--- src/qsic_pkg.sv ---
/* shared definitions for the qbus register block and the panel scanner
   import into module bodies, or use scoped names in module headers */
package qsic_pkg;

   localparam int dal_width = 22;
   localparam int data_width = 16;
   localparam int reg_off_width = 13;   // i/o page offset
   localparam int wb_addr_width = 2;    // word index on the register bus

   localparam logic [wb_addr_width-1:0] conf_idx = 2'd0;
   localparam logic [wb_addr_width-1:0] disp1_idx = 2'd1;
   localparam logic [wb_addr_width-1:0] disp2_idx = 2'd2;
   localparam logic [wb_addr_width-1:0] disp3_idx = 2'd3;

   // configuration word: count in 13:12, list entry i in bits 3*i+1:3*i
   localparam int conf_count_lsb = 12;
   localparam int conf_list_stride = 3;
   localparam logic [data_width-1:0] conf_mask = 16'b00_11_0_11_0_11_0_11_0_11;
   localparam logic [data_width-1:0] conf_reset = 16'b00_10_0_10_0_01_0_00_0_01;

   // panel 0 lights every lamp
   localparam logic [data_width-1:0] lamptest_word = 16'hffff;
   localparam int panel_bits = 16;

   // the same dal lines carry the address, then the data
   typedef union packed {
      struct packed {
         logic [dal_width-reg_off_width-1:0] page;
         logic [reg_off_width-1:0]           offset;
      } a;
      struct packed {
         logic [dal_width-data_width-1:0] unused;
         logic [data_width-1:0]           data;
      } d;
   } dal_word_t;

endpackage

--- src/panel_scanner.sv ---
/* indicator panel scanner, a read-only master on the register bus
   each frame reads the configuration, then shifts count+1 panels out msb first
   and ends with one panel clock period of latch */
`timescale 1ns/100ps

module panel_scanner #(
   parameter int scan_div = 50   // half period of panel_clk in clk20 cycles
) (
   input  logic                                 clk20,
   input  logic                                 rst,
   input  logic                                 wb_ack,
   input  logic [qsic_pkg::data_width-1:0]      wb_dat_r,
   output logic                                 wb_cyc,
   output logic                                 wb_stb,
   output logic                                 wb_we,
   output logic [qsic_pkg::wb_addr_width-1:0]   wb_adr,
   output logic                                 panel_clk,
   output logic                                 panel_latch,
   output logic                                 panel_out
);
   import qsic_pkg::*;

   typedef enum logic [1:0] {st_conf, st_load, st_shift, st_latch} state_t;

   state_t                        state;
   logic [$clog2(scan_div+1)-1:0] div_cnt;
   logic                          tick;
   logic [$clog2(panel_bits)-1:0] bit_cnt;
   logic [1:0]                    count;
   logic [1:0]                    step;
   logic [1:0]                    list [0:3];
   logic [1:0]                    sel;   // panel of the current step
   logic [panel_bits-1:0]         shreg;

   assign sel = list[step];
   assign tick = div_cnt == scan_div - 1;

   // lamptest needs no bus access
   assign wb_cyc = state == st_conf || (state == st_load && sel != 2'd0);
   assign wb_stb = wb_cyc;
   assign wb_we = 1'b0;
   assign wb_adr = (state == st_conf) ? conf_idx : sel;   // panel n shows display word n
   assign panel_out = shreg[panel_bits-1];

   always_ff @(posedge clk20) begin
      if (rst) begin
         state <= st_conf;
         div_cnt <= '0;
         bit_cnt <= '0;
         step <= '0;
         panel_clk <= 1'b0;
         panel_latch <= 1'b0;
      end else begin
         div_cnt <= tick ? '0 : div_cnt + 1'b1;
         case (state)
            st_conf:
               if (wb_ack) begin
                  step <= '0;
                  state <= st_load;
               end
            st_load:
               if (sel == 2'd0 || wb_ack) begin
                  div_cnt <= '0;   // full low half period before the first rise
                  bit_cnt <= '0;
                  state <= st_shift;
               end
            st_shift:
               if (tick) begin
                  panel_clk <= ~panel_clk;
                  if (panel_clk) begin   // falling edge, next bit
                     bit_cnt <= bit_cnt + 1'b1;
                     if (bit_cnt == panel_bits - 1) begin
                        step <= step + 1'b1;
                        if (step == count) begin
                           panel_latch <= 1'b1;
                           state <= st_latch;
                        end else begin
                           state <= st_load;
                        end
                     end
                  end
               end
            default:
               // bit_cnt wrapped to 0, two ticks make one clock period
               if (tick) begin
                  bit_cnt <= bit_cnt + 1'b1;
                  if (bit_cnt[0]) begin
                     panel_latch <= 1'b0;
                     state <= st_conf;
                  end
               end
         endcase
      end
   end

   always_ff @(posedge clk20) begin
      if (state == st_conf && wb_ack) begin
         count <= wb_dat_r[conf_count_lsb +: 2];
         for (int i = 0; i < 4; i++)
            list[i] <= wb_dat_r[conf_list_stride*i +: 2];
      end
      if (state == st_load)
         shreg <= (sel == 2'd0) ? lamptest_word : wb_dat_r;
      else if (state == st_shift && tick && panel_clk)
         shreg <= shreg << 1;
   end

endmodule

--- src/qbus_slave.sv ---
/* qbus slave cycle sequencer for the register block
   decodes the latched address, runs one register bus access per strobe
   and answers with trply, plus the read word on dal_out */
`timescale 1ns/100ps

module qbus_slave #(
   parameter logic [qsic_pkg::reg_off_width-1:0] base_offset = 13'o17720
) (
   input  logic                                 clk20,
   input  logic                                 rst,
   input  logic                                 s_rsync,
   input  logic                                 s_rdin,
   input  logic                                 s_rdout,
   input  logic                                 rdin_rise,
   input  logic                                 rdout_rise,
   input  qsic_pkg::dal_word_t                  addr,
   input  logic                                 addr_bs7,
   input  qsic_pkg::dal_word_t                  dal_in,
   input  logic                                 wb_ack,
   input  logic [qsic_pkg::data_width-1:0]      wb_dat_r,
   output logic                                 wb_cyc,
   output logic                                 wb_stb,
   output logic                                 wb_we,
   output logic [qsic_pkg::wb_addr_width-1:0]   wb_adr,
   output logic [qsic_pkg::data_width-1:0]      wb_dat_w,
   output logic                                 trply,
   output qsic_pkg::dal_word_t                  dal_out,
   output logic                                 dal_tx
);
   import qsic_pkg::*;

   localparam int blk_lsb = wb_addr_width + 1;   // block spans four words

   typedef enum logic [1:0] {st_idle, st_bus, st_reply} state_t;

   state_t state;
   logic   hit;
   logic   start;

   assign hit = addr_bs7 && s_rsync &&
                addr.a.offset[reg_off_width-1:blk_lsb] == base_offset[reg_off_width-1:blk_lsb];
   assign start = state == st_idle && (rdin_rise || rdout_rise);

   always_ff @(posedge clk20) begin
      if (rst) begin
         state <= st_idle;
         trply <= 1'b0;
         dal_tx <= 1'b0;
      end else begin
         case (state)
            st_idle:
               if (start && hit)
                  state <= st_bus;   // other addresses stay unanswered
            st_bus:
               if (wb_ack) begin
                  trply <= 1'b1;
                  dal_tx <= ~wb_we;
                  state <= st_reply;
               end
            default:
               // hold the reply until the host lets go of its strobe
               if (!s_rdin && !s_rdout) begin
                  trply <= 1'b0;
                  dal_tx <= 1'b0;
                  state <= st_idle;
               end
         endcase
      end
   end

   always_ff @(posedge clk20) begin
      if (start) begin
         wb_we <= rdout_rise;
         wb_adr <= addr.a.offset[wb_addr_width:1];   // byte offset to word index
         wb_dat_w <= dal_in.d.data;
      end
      if (state == st_bus && wb_ack && !wb_we)
         dal_out.d <= {{(dal_width-data_width){1'b0}}, wb_dat_r};
   end

   // cyc drops the cycle after ack as the state moves on
   assign wb_cyc = state == st_bus;
   assign wb_stb = wb_cyc;

   a_reply_after_ack: assert property (@(posedge clk20) disable iff (rst)
      $rose(trply) |-> $past(wb_ack));

endmodule

--- src/qbus_sync.sv ---
/* brings rsync, rdin and rdout into the clk20 domain
   gives synced levels, rise pulses for the data strobes and the cycle address,
   latched when rsync is seen rising */
`timescale 1ns/100ps

module qbus_sync (
   input  logic                clk20,
   input  logic                rst,
   input  logic                rsync,
   input  logic                rdin,
   input  logic                rdout,
   input  logic                bs7,
   input  qsic_pkg::dal_word_t dal_in,
   output logic                s_rsync,
   output logic                s_rdin,
   output logic                s_rdout,
   output logic                rdin_rise,
   output logic                rdout_rise,
   output qsic_pkg::dal_word_t addr,
   output logic                addr_bs7
);

   logic [2:0] meta;   // bit 2 rsync, bit 1 rdin, bit 0 rdout
   logic [2:0] sync;
   logic [2:0] last;   // edge stage
   logic [2:0] rise;

   always_ff @(posedge clk20) begin
      if (rst) begin
         meta <= '0;
         sync <= '0;
         last <= '0;
      end else begin
         meta <= {rsync, rdin, rdout};
         sync <= meta;
         last <= sync;
      end
   end

   assign rise = sync & ~last;
   assign {s_rsync, s_rdin, s_rdout} = sync;
   assign rdin_rise = rise[1];
   assign rdout_rise = rise[0];

   // host still holds the address here
   always_ff @(posedge clk20) begin
      if (rise[2]) begin
         addr.a <= dal_in.a;
         addr_bs7 <= bs7;
      end
   end

   // a DATI and a DATO never overlap on the bus
   a_one_strobe: assert property (@(posedge clk20) disable iff (rst) !(s_rdin && s_rdout));

endmodule

--- src/qsic_regs.sv ---
/* register file on the internal wishbone bus
   word 0 is the panel configuration, words 1 to 3 the display words */
`timescale 1ns/100ps

module qsic_regs (
   input  logic                                 clk20,
   input  logic                                 rst,
   input  logic                                 cyc,
   input  logic                                 stb,
   input  logic                                 we,
   input  logic [qsic_pkg::wb_addr_width-1:0]   adr,
   input  logic [qsic_pkg::data_width-1:0]      dat_w,
   output logic                                 ack,
   output logic [qsic_pkg::data_width-1:0]      dat_r
);
   import qsic_pkg::*;

   logic [data_width-1:0] regs [0:2**wb_addr_width-1];
   logic                  req;

   assign req = cyc && stb && !ack;   // one ack per request

   always_ff @(posedge clk20) begin
      if (rst) begin
         ack <= 1'b0;
         regs[conf_idx] <= conf_reset;   // count 2, list 1 0 1 2
         regs[disp1_idx] <= '0;
         regs[disp2_idx] <= '0;
         regs[disp3_idx] <= '0;
      end else begin
         ack <= req;
         if (req && we) begin
            // undefined configuration bits are not stored
            if (adr == conf_idx)
               regs[adr] <= dat_w & conf_mask;
            else
               regs[adr] <= dat_w;
         end
      end
   end

   assign dat_r = regs[adr];   // stable by the ack, adr is held

endmodule

--- src/qsic_top.sv ---
/* qbus peripheral with the panel configuration register and three display words
   qbus slave and panel scanner share the register file through the arbiter */
`timescale 1ns/100ps

module qsic_top #(
   parameter logic [qsic_pkg::reg_off_width-1:0] base_offset = 13'o17720,
   parameter int scan_div = 50
) (
   input  logic                clk20,
   input  logic                rst,
   input  logic                rsync,
   input  logic                rdin,
   input  logic                rdout,
   input  logic                bs7,
   input  logic                wtbt,   // word-only block, byte writes not decoded
   input  qsic_pkg::dal_word_t dal_in,
   output qsic_pkg::dal_word_t dal_out,
   output logic                dal_tx,
   output logic                trply,
   output logic                panel_clk,
   output logic                panel_latch,
   output logic                panel_out
);
   import qsic_pkg::*;

   logic                     s_rsync;
   logic                     s_rdin;
   logic                     s_rdout;
   logic                     rdin_rise;
   logic                     rdout_rise;
   dal_word_t                addr;
   logic                     addr_bs7;
   logic                     m0_cyc;
   logic                     m0_stb;
   logic                     m0_we;
   logic [wb_addr_width-1:0] m0_adr;
   logic [data_width-1:0]    m0_dat_w;
   logic                     m0_ack;
   logic                     m1_cyc;
   logic                     m1_stb;
   logic                     m1_we;
   logic [wb_addr_width-1:0] m1_adr;
   logic                     m1_ack;
   logic [data_width-1:0]    m_dat_r;
   logic                     s_cyc;
   logic                     s_stb;
   logic                     s_we;
   logic [wb_addr_width-1:0] s_adr;
   logic [data_width-1:0]    s_dat_w;
   logic                     s_ack;
   logic [data_width-1:0]    s_dat_r;

   qbus_sync qbus_sync_i (
      .clk20(clk20), .rst(rst), .rsync(rsync), .rdin(rdin), .rdout(rdout),
      .bs7(bs7), .dal_in(dal_in), .s_rsync(s_rsync), .s_rdin(s_rdin),
      .s_rdout(s_rdout), .rdin_rise(rdin_rise), .rdout_rise(rdout_rise),
      .addr(addr), .addr_bs7(addr_bs7));

   qbus_slave #(.base_offset(base_offset)) qbus_slave_i (
      .clk20(clk20), .rst(rst), .s_rsync(s_rsync), .s_rdin(s_rdin),
      .s_rdout(s_rdout), .rdin_rise(rdin_rise), .rdout_rise(rdout_rise),
      .addr(addr), .addr_bs7(addr_bs7), .dal_in(dal_in), .wb_ack(m0_ack),
      .wb_dat_r(m_dat_r), .wb_cyc(m0_cyc), .wb_stb(m0_stb), .wb_we(m0_we),
      .wb_adr(m0_adr), .wb_dat_w(m0_dat_w), .trply(trply), .dal_out(dal_out),
      .dal_tx(dal_tx));

   // scanner only reads, its write data is tied off
   wb_arbiter wb_arbiter_i (
      .clk20(clk20), .rst(rst),
      .m0_cyc(m0_cyc), .m0_stb(m0_stb), .m0_we(m0_we), .m0_adr(m0_adr),
      .m0_dat_w(m0_dat_w), .m1_cyc(m1_cyc), .m1_stb(m1_stb), .m1_we(m1_we),
      .m1_adr(m1_adr), .m1_dat_w('0), .s_ack(s_ack), .s_dat_r(s_dat_r),
      .m0_ack(m0_ack), .m1_ack(m1_ack), .m_dat_r(m_dat_r), .s_cyc(s_cyc),
      .s_stb(s_stb), .s_we(s_we), .s_adr(s_adr), .s_dat_w(s_dat_w));

   qsic_regs qsic_regs_i (
      .clk20(clk20), .rst(rst), .cyc(s_cyc), .stb(s_stb), .we(s_we),
      .adr(s_adr), .dat_w(s_dat_w), .ack(s_ack), .dat_r(s_dat_r));

   panel_scanner #(.scan_div(scan_div)) panel_scanner_i (
      .clk20(clk20), .rst(rst), .wb_ack(m1_ack), .wb_dat_r(m_dat_r),
      .wb_cyc(m1_cyc), .wb_stb(m1_stb), .wb_we(m1_we), .wb_adr(m1_adr),
      .panel_clk(panel_clk), .panel_latch(panel_latch), .panel_out(panel_out));

endmodule

--- src/wb_arbiter.sv ---
/* fixed priority arbiter for two wishbone classic masters on one slave
   master 0 wins an idle bus, a grant is held until its owner drops cyc */
`timescale 1ns/100ps

module wb_arbiter (
   input  logic                                 clk20,
   input  logic                                 rst,
   input  logic                                 m0_cyc,
   input  logic                                 m0_stb,
   input  logic                                 m0_we,
   input  logic [qsic_pkg::wb_addr_width-1:0]   m0_adr,
   input  logic [qsic_pkg::data_width-1:0]      m0_dat_w,
   input  logic                                 m1_cyc,
   input  logic                                 m1_stb,
   input  logic                                 m1_we,
   input  logic [qsic_pkg::wb_addr_width-1:0]   m1_adr,
   input  logic [qsic_pkg::data_width-1:0]      m1_dat_w,
   input  logic                                 s_ack,
   input  logic [qsic_pkg::data_width-1:0]      s_dat_r,
   output logic                                 m0_ack,
   output logic                                 m1_ack,
   output logic [qsic_pkg::data_width-1:0]      m_dat_r,
   output logic                                 s_cyc,
   output logic                                 s_stb,
   output logic                                 s_we,
   output logic [qsic_pkg::wb_addr_width-1:0]   s_adr,
   output logic [qsic_pkg::data_width-1:0]      s_dat_w
);

   logic busy;    // a grant is held
   logic owner;   // holder of the grant
   logic sel;     // master routed to the slave this cycle

   // an idle bus goes straight to the requester, no extra cycle
   assign sel = busy ? owner : ~m0_cyc;

   always_ff @(posedge clk20) begin
      if (rst) begin
         busy <= 1'b0;
         owner <= 1'b0;
      end else if (!busy) begin
         busy <= m0_cyc || m1_cyc;
         owner <= sel;
      end else if (!s_cyc) begin
         busy <= 1'b0;   // owner finished
      end
   end

   assign s_cyc = sel ? m1_cyc : m0_cyc;
   assign s_stb = sel ? m1_stb : m0_stb;
   assign s_we = sel ? m1_we : m0_we;
   assign s_adr = sel ? m1_adr : m0_adr;
   assign s_dat_w = sel ? m1_dat_w : m0_dat_w;

   assign m0_ack = s_ack & ~sel;
   assign m1_ack = s_ack & sel;
   assign m_dat_r = s_dat_r;

   // slave acks arrive a cycle after the request, so the grant is registered by then
   a_ack_owner: assert property (@(posedge clk20) disable iff (rst)
      (m0_ack || m1_ack) |-> busy && owner == m1_ack);

endmodule
--- config.mk ---
export PLATFORM = sky130hd
export DESIGN_NAME = qsic_top
export DESIGN_NICKNAME = d
export VERILOG_FILES = /design/src/qsic_pkg.sv /design/src/panel_scanner.sv /design/src/qbus_slave.sv /design/src/qbus_sync.sv /design/src/qsic_regs.sv /design/src/qsic_top.sv /design/src/wb_arbiter.sv
export SDC_FILE = /design/constraint.sdc
export NUM_CORES = 1
export LEC_CHECK = 0
export BUFFER_PORTS_ARGS = -buffer_cell sky130_fd_sc_hd__clkbuf_2
export CAP_MARGIN = 5
export CORE_MARGIN = 10
export CORE_UTILIZATION = 60
export CTS_BUF_LIST = sky130_fd_sc_hd__clkbuf_8
export CTS_CLUSTER_DIAMETER = 80
export DETAILED_ROUTE_END_ITERATION = 6
export GPL_ROUTABILITY_DRIVEN = 1
export PLACE_DENSITY = 0.87
export SLEW_MARGIN = 20
export SYNTH_ARGS = -nofsm -noshare
export SYNTH_HDL_FRONTEND = slang
export SYNTH_HIERARCHICAL = 1
export SYNTH_SLANG_ARGS = --single-unit
--- constraint.sdc ---
create_clock -name clk20 -period 4 [get_ports clk20]
set_input_delay 0 -clock clk20 [delete_from_list [all_inputs] [get_ports clk20]]
set_output_delay 0 -clock clk20 [all_outputs]
set_load 0.01 [all_outputs]
==> results.md, run 1 <==
* Status: completed
* Setup Fix Bufs, Post-CTS at 0
* Die Y at between 100 and 150 µm
* Endpoint arrival time on the critical path at ~3.7 ns
* Critical Path RT at 4.07 ns
* Power, Total at ~4.0 mW
* DR WL/cell at approximately 18 µm
* Hold Path Class: in -> reg
* Leakage Power at slightly above 3 nW
* Starting Density at a little over 60%
* Final setup TNS at 0 ns
* Power per Cell Area at 478 nW/µm²
* Area added between synthesis and finish at 10.8%
* Post-Syn Area at around 7600 µm²
* Setup-failing EPs final at 0
* GRT overflow at 0
* All-layer global routing usage at about 17%
* Worst path top cell family by delay: compound AO/OA/AOI/OAI gates
* Most used cell, CP: a21oi_1
* Final period utilization at between 90 and 100%
* Final layout net count at around 640
* Post-Syn Area per Cell at 14.1 µm²
* Vias at 4407
* WS Path Type: reg -> reg
* Worst-Skew Late Latency at around 0.45 ns
* Largest net degree at the start of global routing at 28
* Slew Limit Fails at 0
* Placed Cells at 740
* DR DRC count at 0
* Final core occ at between 60% and 70%
* Post-synthesis instance total at between 500 and 600
* Clk buf depth at 2
* Antenna cells at 0
* DRT antenna net count at 0
* Sequential share of power at a little over half
* I/O pin cnt at between 50 and 60
* Cells along the critical path: mux4_2, nor2_4, a21oi_1, mux2i_1, a21oi_1, nand4b_1, o21bai_2
* Post-CTS Resized at 0
* Crit. End Element: register
* Worst-path fanout max at 17
* Min Tclk post-route at about 3.6 ns
* Slowest CP cell: o21bai_2
* CTS tree: yes
* Initial antenna violation count at 0
* Internal power at 2.93 mW
* Worst Path Buf+Inv at 0
* Max-Cap Viols at 0
* Max Clock Freq at 0.276 GHz
* DR iter-0 viols at 420
* Area of the core at 12500 µm²
* Post-Route WL at ~14000 µm
* Count of input and output buffers at between 40 and 50
* Number of global-route vias before repair at ~4.6k
* Post-Route Skew at roughly 0.0084 ns
* Warnings from Yosys at 6
* Root buffer cell: clkbuf_8
* Critical path launch point type: register
* Worst VDD drop at between 0.2 and 0.3 mV
* RSZ-0062 raised after global routing: false
* CTS Hold Bufs at 20
* Final std cells w/o fill at 792
* Die area at 17600 µm²
* Worst slew pin tran at ~0.95 ns
* Sw Share at 27.3%
* NetSw at ~1.1 mW
* H-tree levels at 4
* Avg Vias per Cell at approximately 5.6
* First-pass GRT wire length at about 23000 µm
* Clock power frac at 27.3%
* Max incr delay on CP at between 1 and 1.5 ns
* Chip width at 133 µm
* Final hold vios at 0
* Slew Limit Headroom at around 36%
* Row count at slightly above 40
* CTS clk-pin slew, worst paths at around 0.08 ns
* Gpl congestion at 0.838
* Drt first pass iters at 5
* CTS sink cnt at about 170
* Dpl hpwl at between 9000 and 10000 µm
* Share of layout cells above drive strength 1 at 23.1%
* Comb power frac at between 10% and 20%
* TritonCTS buffer count at 17
==> worst paths after layout <==
check / start / endpoint / slack [ns] / cells past startpoint
worst max-delay path: register / qsic_regs_i/regs[2][1] / 0.37 / 7
worst min-delay path: rst / qbus_sync_i/meta[1] / 0.14 / 2
worst max register to register: register / qsic_regs_i/regs[2][1] / 0.37 / 7
worst min register to register: qbus_sync_i/addr[2] / qbus_slave_i/wb_adr[1] / 0.43 / 0
==> per-layer routing <==
| layer | wire (µm) | vias to the layer above | track usage [%] |
|---|---|---|---|
| li1 | - | 2087 | - |
| met1 | 5790 | 2159 | 19.4 |
| met2 | 7130 | 143 | 27.7 |
| met3 | 1030 | 18 | 5.83 |
| met4 | 203 | 0 | 5.56 |
| met5 | 0 | - | 0 |
==> metrics by stage <==
stage / setup slack [ns] / hold WS [ns] / area, µm²
final: 0.371 / 0.139 / 8420
after global routing: 0.144 / 0.133 / 8420
after CTS: 0.348 / 0.103 / 8420
after detailed placement: 0.380 / 0.180 / 7860
after global placement: 0.535 / 0.179 / 7860
after floorplan: 0.697 / 0.0691 / 7690
==> state kept, by name, indices dropped and copies added (netlist names), 2 cells and up, named ones only <==
name	count
panel_scanner_i/count	2
panel_scanner_i/shreg	16
qbus_slave_i/wb_dat_w	16
qbus_slave_i/wb_adr	2
panel_scanner_i/list	8
qbus_sync_i/meta	3
panel_scanner_i/div_cnt	6
qbus_sync_i/addr	12
panel_scanner_i/bit_cnt	4
qsic_regs_i/regs	64
panel_scanner_i/step	2
qbus_slave_i/dal_out	16
qbus_sync_i/sync	3
panel_scanner_i/state	2
qbus_slave_i/state	2
qbus_sync_i/last	3
==> worst reg2reg max path, stage by stage (launching register included) <==
cell	delay, ns
dfxtp_1	0.34
mux4_2	0.43
nor2_4	0.11
a21oi_1	0.36
mux2i_1	0.14
a21oi_1	0.26
nand4b_1	0.61
o21bai_2	1.01
==> cell type report <==
| cell class | instances | area [µm²] |
|---|---|---|
| clock buffers | 20 | 275 |
| clock inverters | 12 | 82.6 |
| fillers | 895 | 4090 |
| inverters | 24 | 90.1 |
| multi-input cells | 314 | 2400 |
| flip-flops and latches | 172 | 4820 |
| well taps | 172 | 215 |
| repair buffers | 78 | 531 |
==> power groups by stage <==
stage | registers, mW | logic, mW | clock network, mW
after floorplan | 2.19 | 0.647 | 0
after global placement | 2.21 | 0.693 | 0
after detailed placement | 2.22 | 0.730 | 0
after CTS | 2.18 | 0.748 | 1.12
after global routing | 2.19 | 0.823 | 1.19
final | 2.18 | 0.751 | 1.10
==> layout by cell type, fill, tap and decap left out, drive strengths merged, types with 3 or more instances in the layout <==
cell and instances:
nand3 5, nor2b 20, ha 3, a31oi 5
nor3 54, a21oi 8, dfxtp 34, nor2 20
a211oi 4, clkinv 5, o21ai 21, clkbuf 62
dlygate4sd3 20, or3 6, nand2 36, mux4 18
o21bai 6, or3b 3, buf 16, edfxtp 138
mux2 20, conb 29, nand2b 5, nor4 8
xor2 5, inv 29, nand4 3, and3 3
Power figures use the tool's default switching activity.
==> run 2, diff against run 1 <==
Settings changed: REMOVE_ABC_BUFFERS set to 1.
==> run 2 against run 1 <==
Effect of this change:
- first-iteration DRC count grew 25%
- wire length grew 1.1%
- fmax grew 19%
- clock-buffer cell count grew 2
- combinational power grew 0.8%
- critical path depth shrank 1
- largest power group unchanged
- die area is the same
- clock power is essentially flat
==> results.md, run 2 (synthesis results as in run 1) <==
* Min Tclk post-route at 3.06 ns (-0.570 ns)
* RSZ-0062 raised after global routing: false
* TritonCTS buffer count at 17 (unchanged)
* DR iter-0 viols at 523 (+25%)
* Critical Path RT at 4.13 ns (+0.06 ns)
* Flop-to-flop setup slack at 0.94 ns (+0.57 ns)
* Setup Fix Bufs, Post-CTS at 0 (unchanged)
* Max incr delay on CP at 0.62 ns (-0.39 ns)
* CTS sink cnt at 172 (unchanged)
* Chip width at 133 µm (unchanged)
* Power per Cell Area at 480 nW/µm² (+0.55%)
* Crit. End Element: register
* I/O pin cnt at 56 (unchanged)
* Reg-to-reg endpoint: qsic_regs_i/regs[0][2]
* Max Clock Freq at 0.327 GHz (+19%)
* First-pass GRT wire length at 22900 µm (-1.6%)
* Count of input and output buffers at 42 (unchanged)
* Placed Cells at 740 (unchanged)
* CTS clk-pin slew, worst paths at 0.08 ns (about the same)
* Area of the core at 12500 µm² (unchanged)
* WS Path Type: reg -> reg
* Critical path launch point type: register
* Clk buf depth at 2 (unchanged)
* Setup-failing EPs final at 0 (unchanged)
* Post-Route WL at 14300 µm (+1.1%)
* Worst VDD drop at 0.434 mV (+56%)
* Final period utilization at 76.5% (-14 points)
* Most frequent cells in the layout: edfxtp_1, clkbuf_2, nand2_1, nor3_1, dfxtp_1
* Antenna cells at 0 (unchanged)
* Post-Route Skew at 0.0110 ns (+0.00266 ns)
* Biggest register: qsic_regs_i/regs
* Row count at 41 (unchanged)
* Status: completed
* H-tree levels at 4 (unchanged)
* Starting Density at 60.7% (unchanged)
* DRT antenna net count at 0 (unchanged)
* DR WL/cell at 18.1 µm (+1.1%)
* Final hold vios at 0 (unchanged)
* Slew Limit Fails at 0 (unchanged)
* Hold path cells at 3 (+1)
* Share of layout cells above drive strength 1 at 23.2% (+0.16 points)
* Slowest CP cell: or3_1
* Hold Path Class: in -> reg
* Cell area after layout at 8460 µm² (+0.42%)
* Largest net degree at the start of global routing at 63 (+130%)
* Avg Vias per Cell at 5.73 (+3.0%)
* Gpl congestion at 0.855 (+2.1%)
* CTS tree: yes
* Endpoint arrival time on the critical path at 3.19 ns (-0.51 ns)
* Dpl hpwl at 9830 µm (+0.76%)
* DR DRC count at 0 (unchanged)
* Worst slew pin tran at 1.08 ns (+0.127 ns)
* Max-Cap Viols at 0 (unchanged)
* Number of global-route vias before repair at 4525 (-0.83%)
* Worst-Skew Late Latency at 0.45 ns (about the same)
* Leakage Power at 3.12 nW (+0.56%)
* All-layer global routing usage at 16.3% (-0.26 points)
* Post-DP Area at 7880 µm² (+0.22%)
* Max reg flops at 64 (unchanged)
* Final std cells w/o fill at 792 (unchanged)
* Power, Total at 4.06 mW (+0.97%)
* Cells along the critical path: mux4_2, nor2b_1, mux2_4, or3_1, o21bai_1, buf_4
* Slew Limit Headroom at 27.9% (-8.5 points)
* Vias at 4540 (+3.0%)
* Die Y at 133 µm (unchanged)
* CP Capture Point: qsic_regs_i/regs[0][2]
* GRT overflow at 0 (unchanged)
* Commonest non-fill, non-tap cell in the layout: edfxtp_1
* Initial antenna violation count at 0 (unchanged)
* Area added between synthesis and finish at 11.3%
* Die area at 17600 µm² (unchanged)
* Worst-path fanout max at 21 (+4)
* Worst reg-to-reg path cell count at 6 (-1)
* Root buffer cell: clkbuf_8
* Final layout net count at 639 (unchanged)
* Drt first pass iters at 6 (+1)
run 2: metrics by stage:
step	hold slack (ns)	util, %	worst slack, ns	TNS (ns)
6_report	0.186	67.6	0.941	0
5_1_grt	0.174	67.6	0.834	0
4_1_cts	0.135	67.6	0.951	0
3_5_place_dp	0.182	63.0	0.968	0
3_3_place_gp	0.178	62.9	1.02	0
2_1_floorplan	0.0691	-	-1.17	-67.45
run 2: layer usage:
metal  GRT usage [%]  part of all wire [%]  vias up
li1                -                     -     2090
met1            18.8                    40     2212
met2            28.1                    51      206
met3            4.20                   7.0       32
met4            7.09                   1.9        0
met5               0                     0        -
run 2: how the worst min path moves through the flow:
| stage | from | to | slack (ns) |
|---|---|---|---|
| floorplan | rst | panel_scanner_i/bit_cnt[1] | 0.07 |
| global placement | dal_in[15] | qbus_slave_i/wb_dat_w[15] | 0.18 |
| detailed placement | bs7 | qbus_sync_i/addr_bs7 | 0.18 |
| CTS | rst | qbus_slave_i/dal_tx | 0.13 |
| global route | rst | qbus_slave_i/dal_tx | 0.17 |
| finish | rst | qbus_slave_i/dal_tx | 0.19 |
run 2: area by class of cell:
class                           count  area, µm²
Clock buffer                       22        303
Clock inverter                     10       75.1
Fill cell                         878       4060
Inverter                           24       90.1
Multi-Input combinational cell    314       2410
Sequential cell                   172       4820
Tap cell                          172        215
Timing Repair Buffer               78        543
run 2: repair_timing:
action	CTS	global route
hold endpoints to repair	32	0
hold buffers	20	0
resized for setup	0	0
run 2: critical path, delay by kind of cell (launching register included):
kind / cells / cell delay [ns]
AO/OA/AOI/OAI: 1 / 0.21
buffers and inverters: 1 / 0.29
flip-flops: 1 / 0.38
multiplexers: 2 / 1.03
AND/OR/NAND/NOR: 2 / 0.81
run 2: power breakdown:
| group | internal, mW | leakage, nW | total (mW) | switching, mW |
|---|---|---|---|---|
| clock network | 0.564 | 0.211 | 1.13 | 0.565 |
| registers | 2.12 | 1.60 | 2.18 | 0.0588 |
| logic | 0.281 | 1.31 | 0.757 | 0.476 |
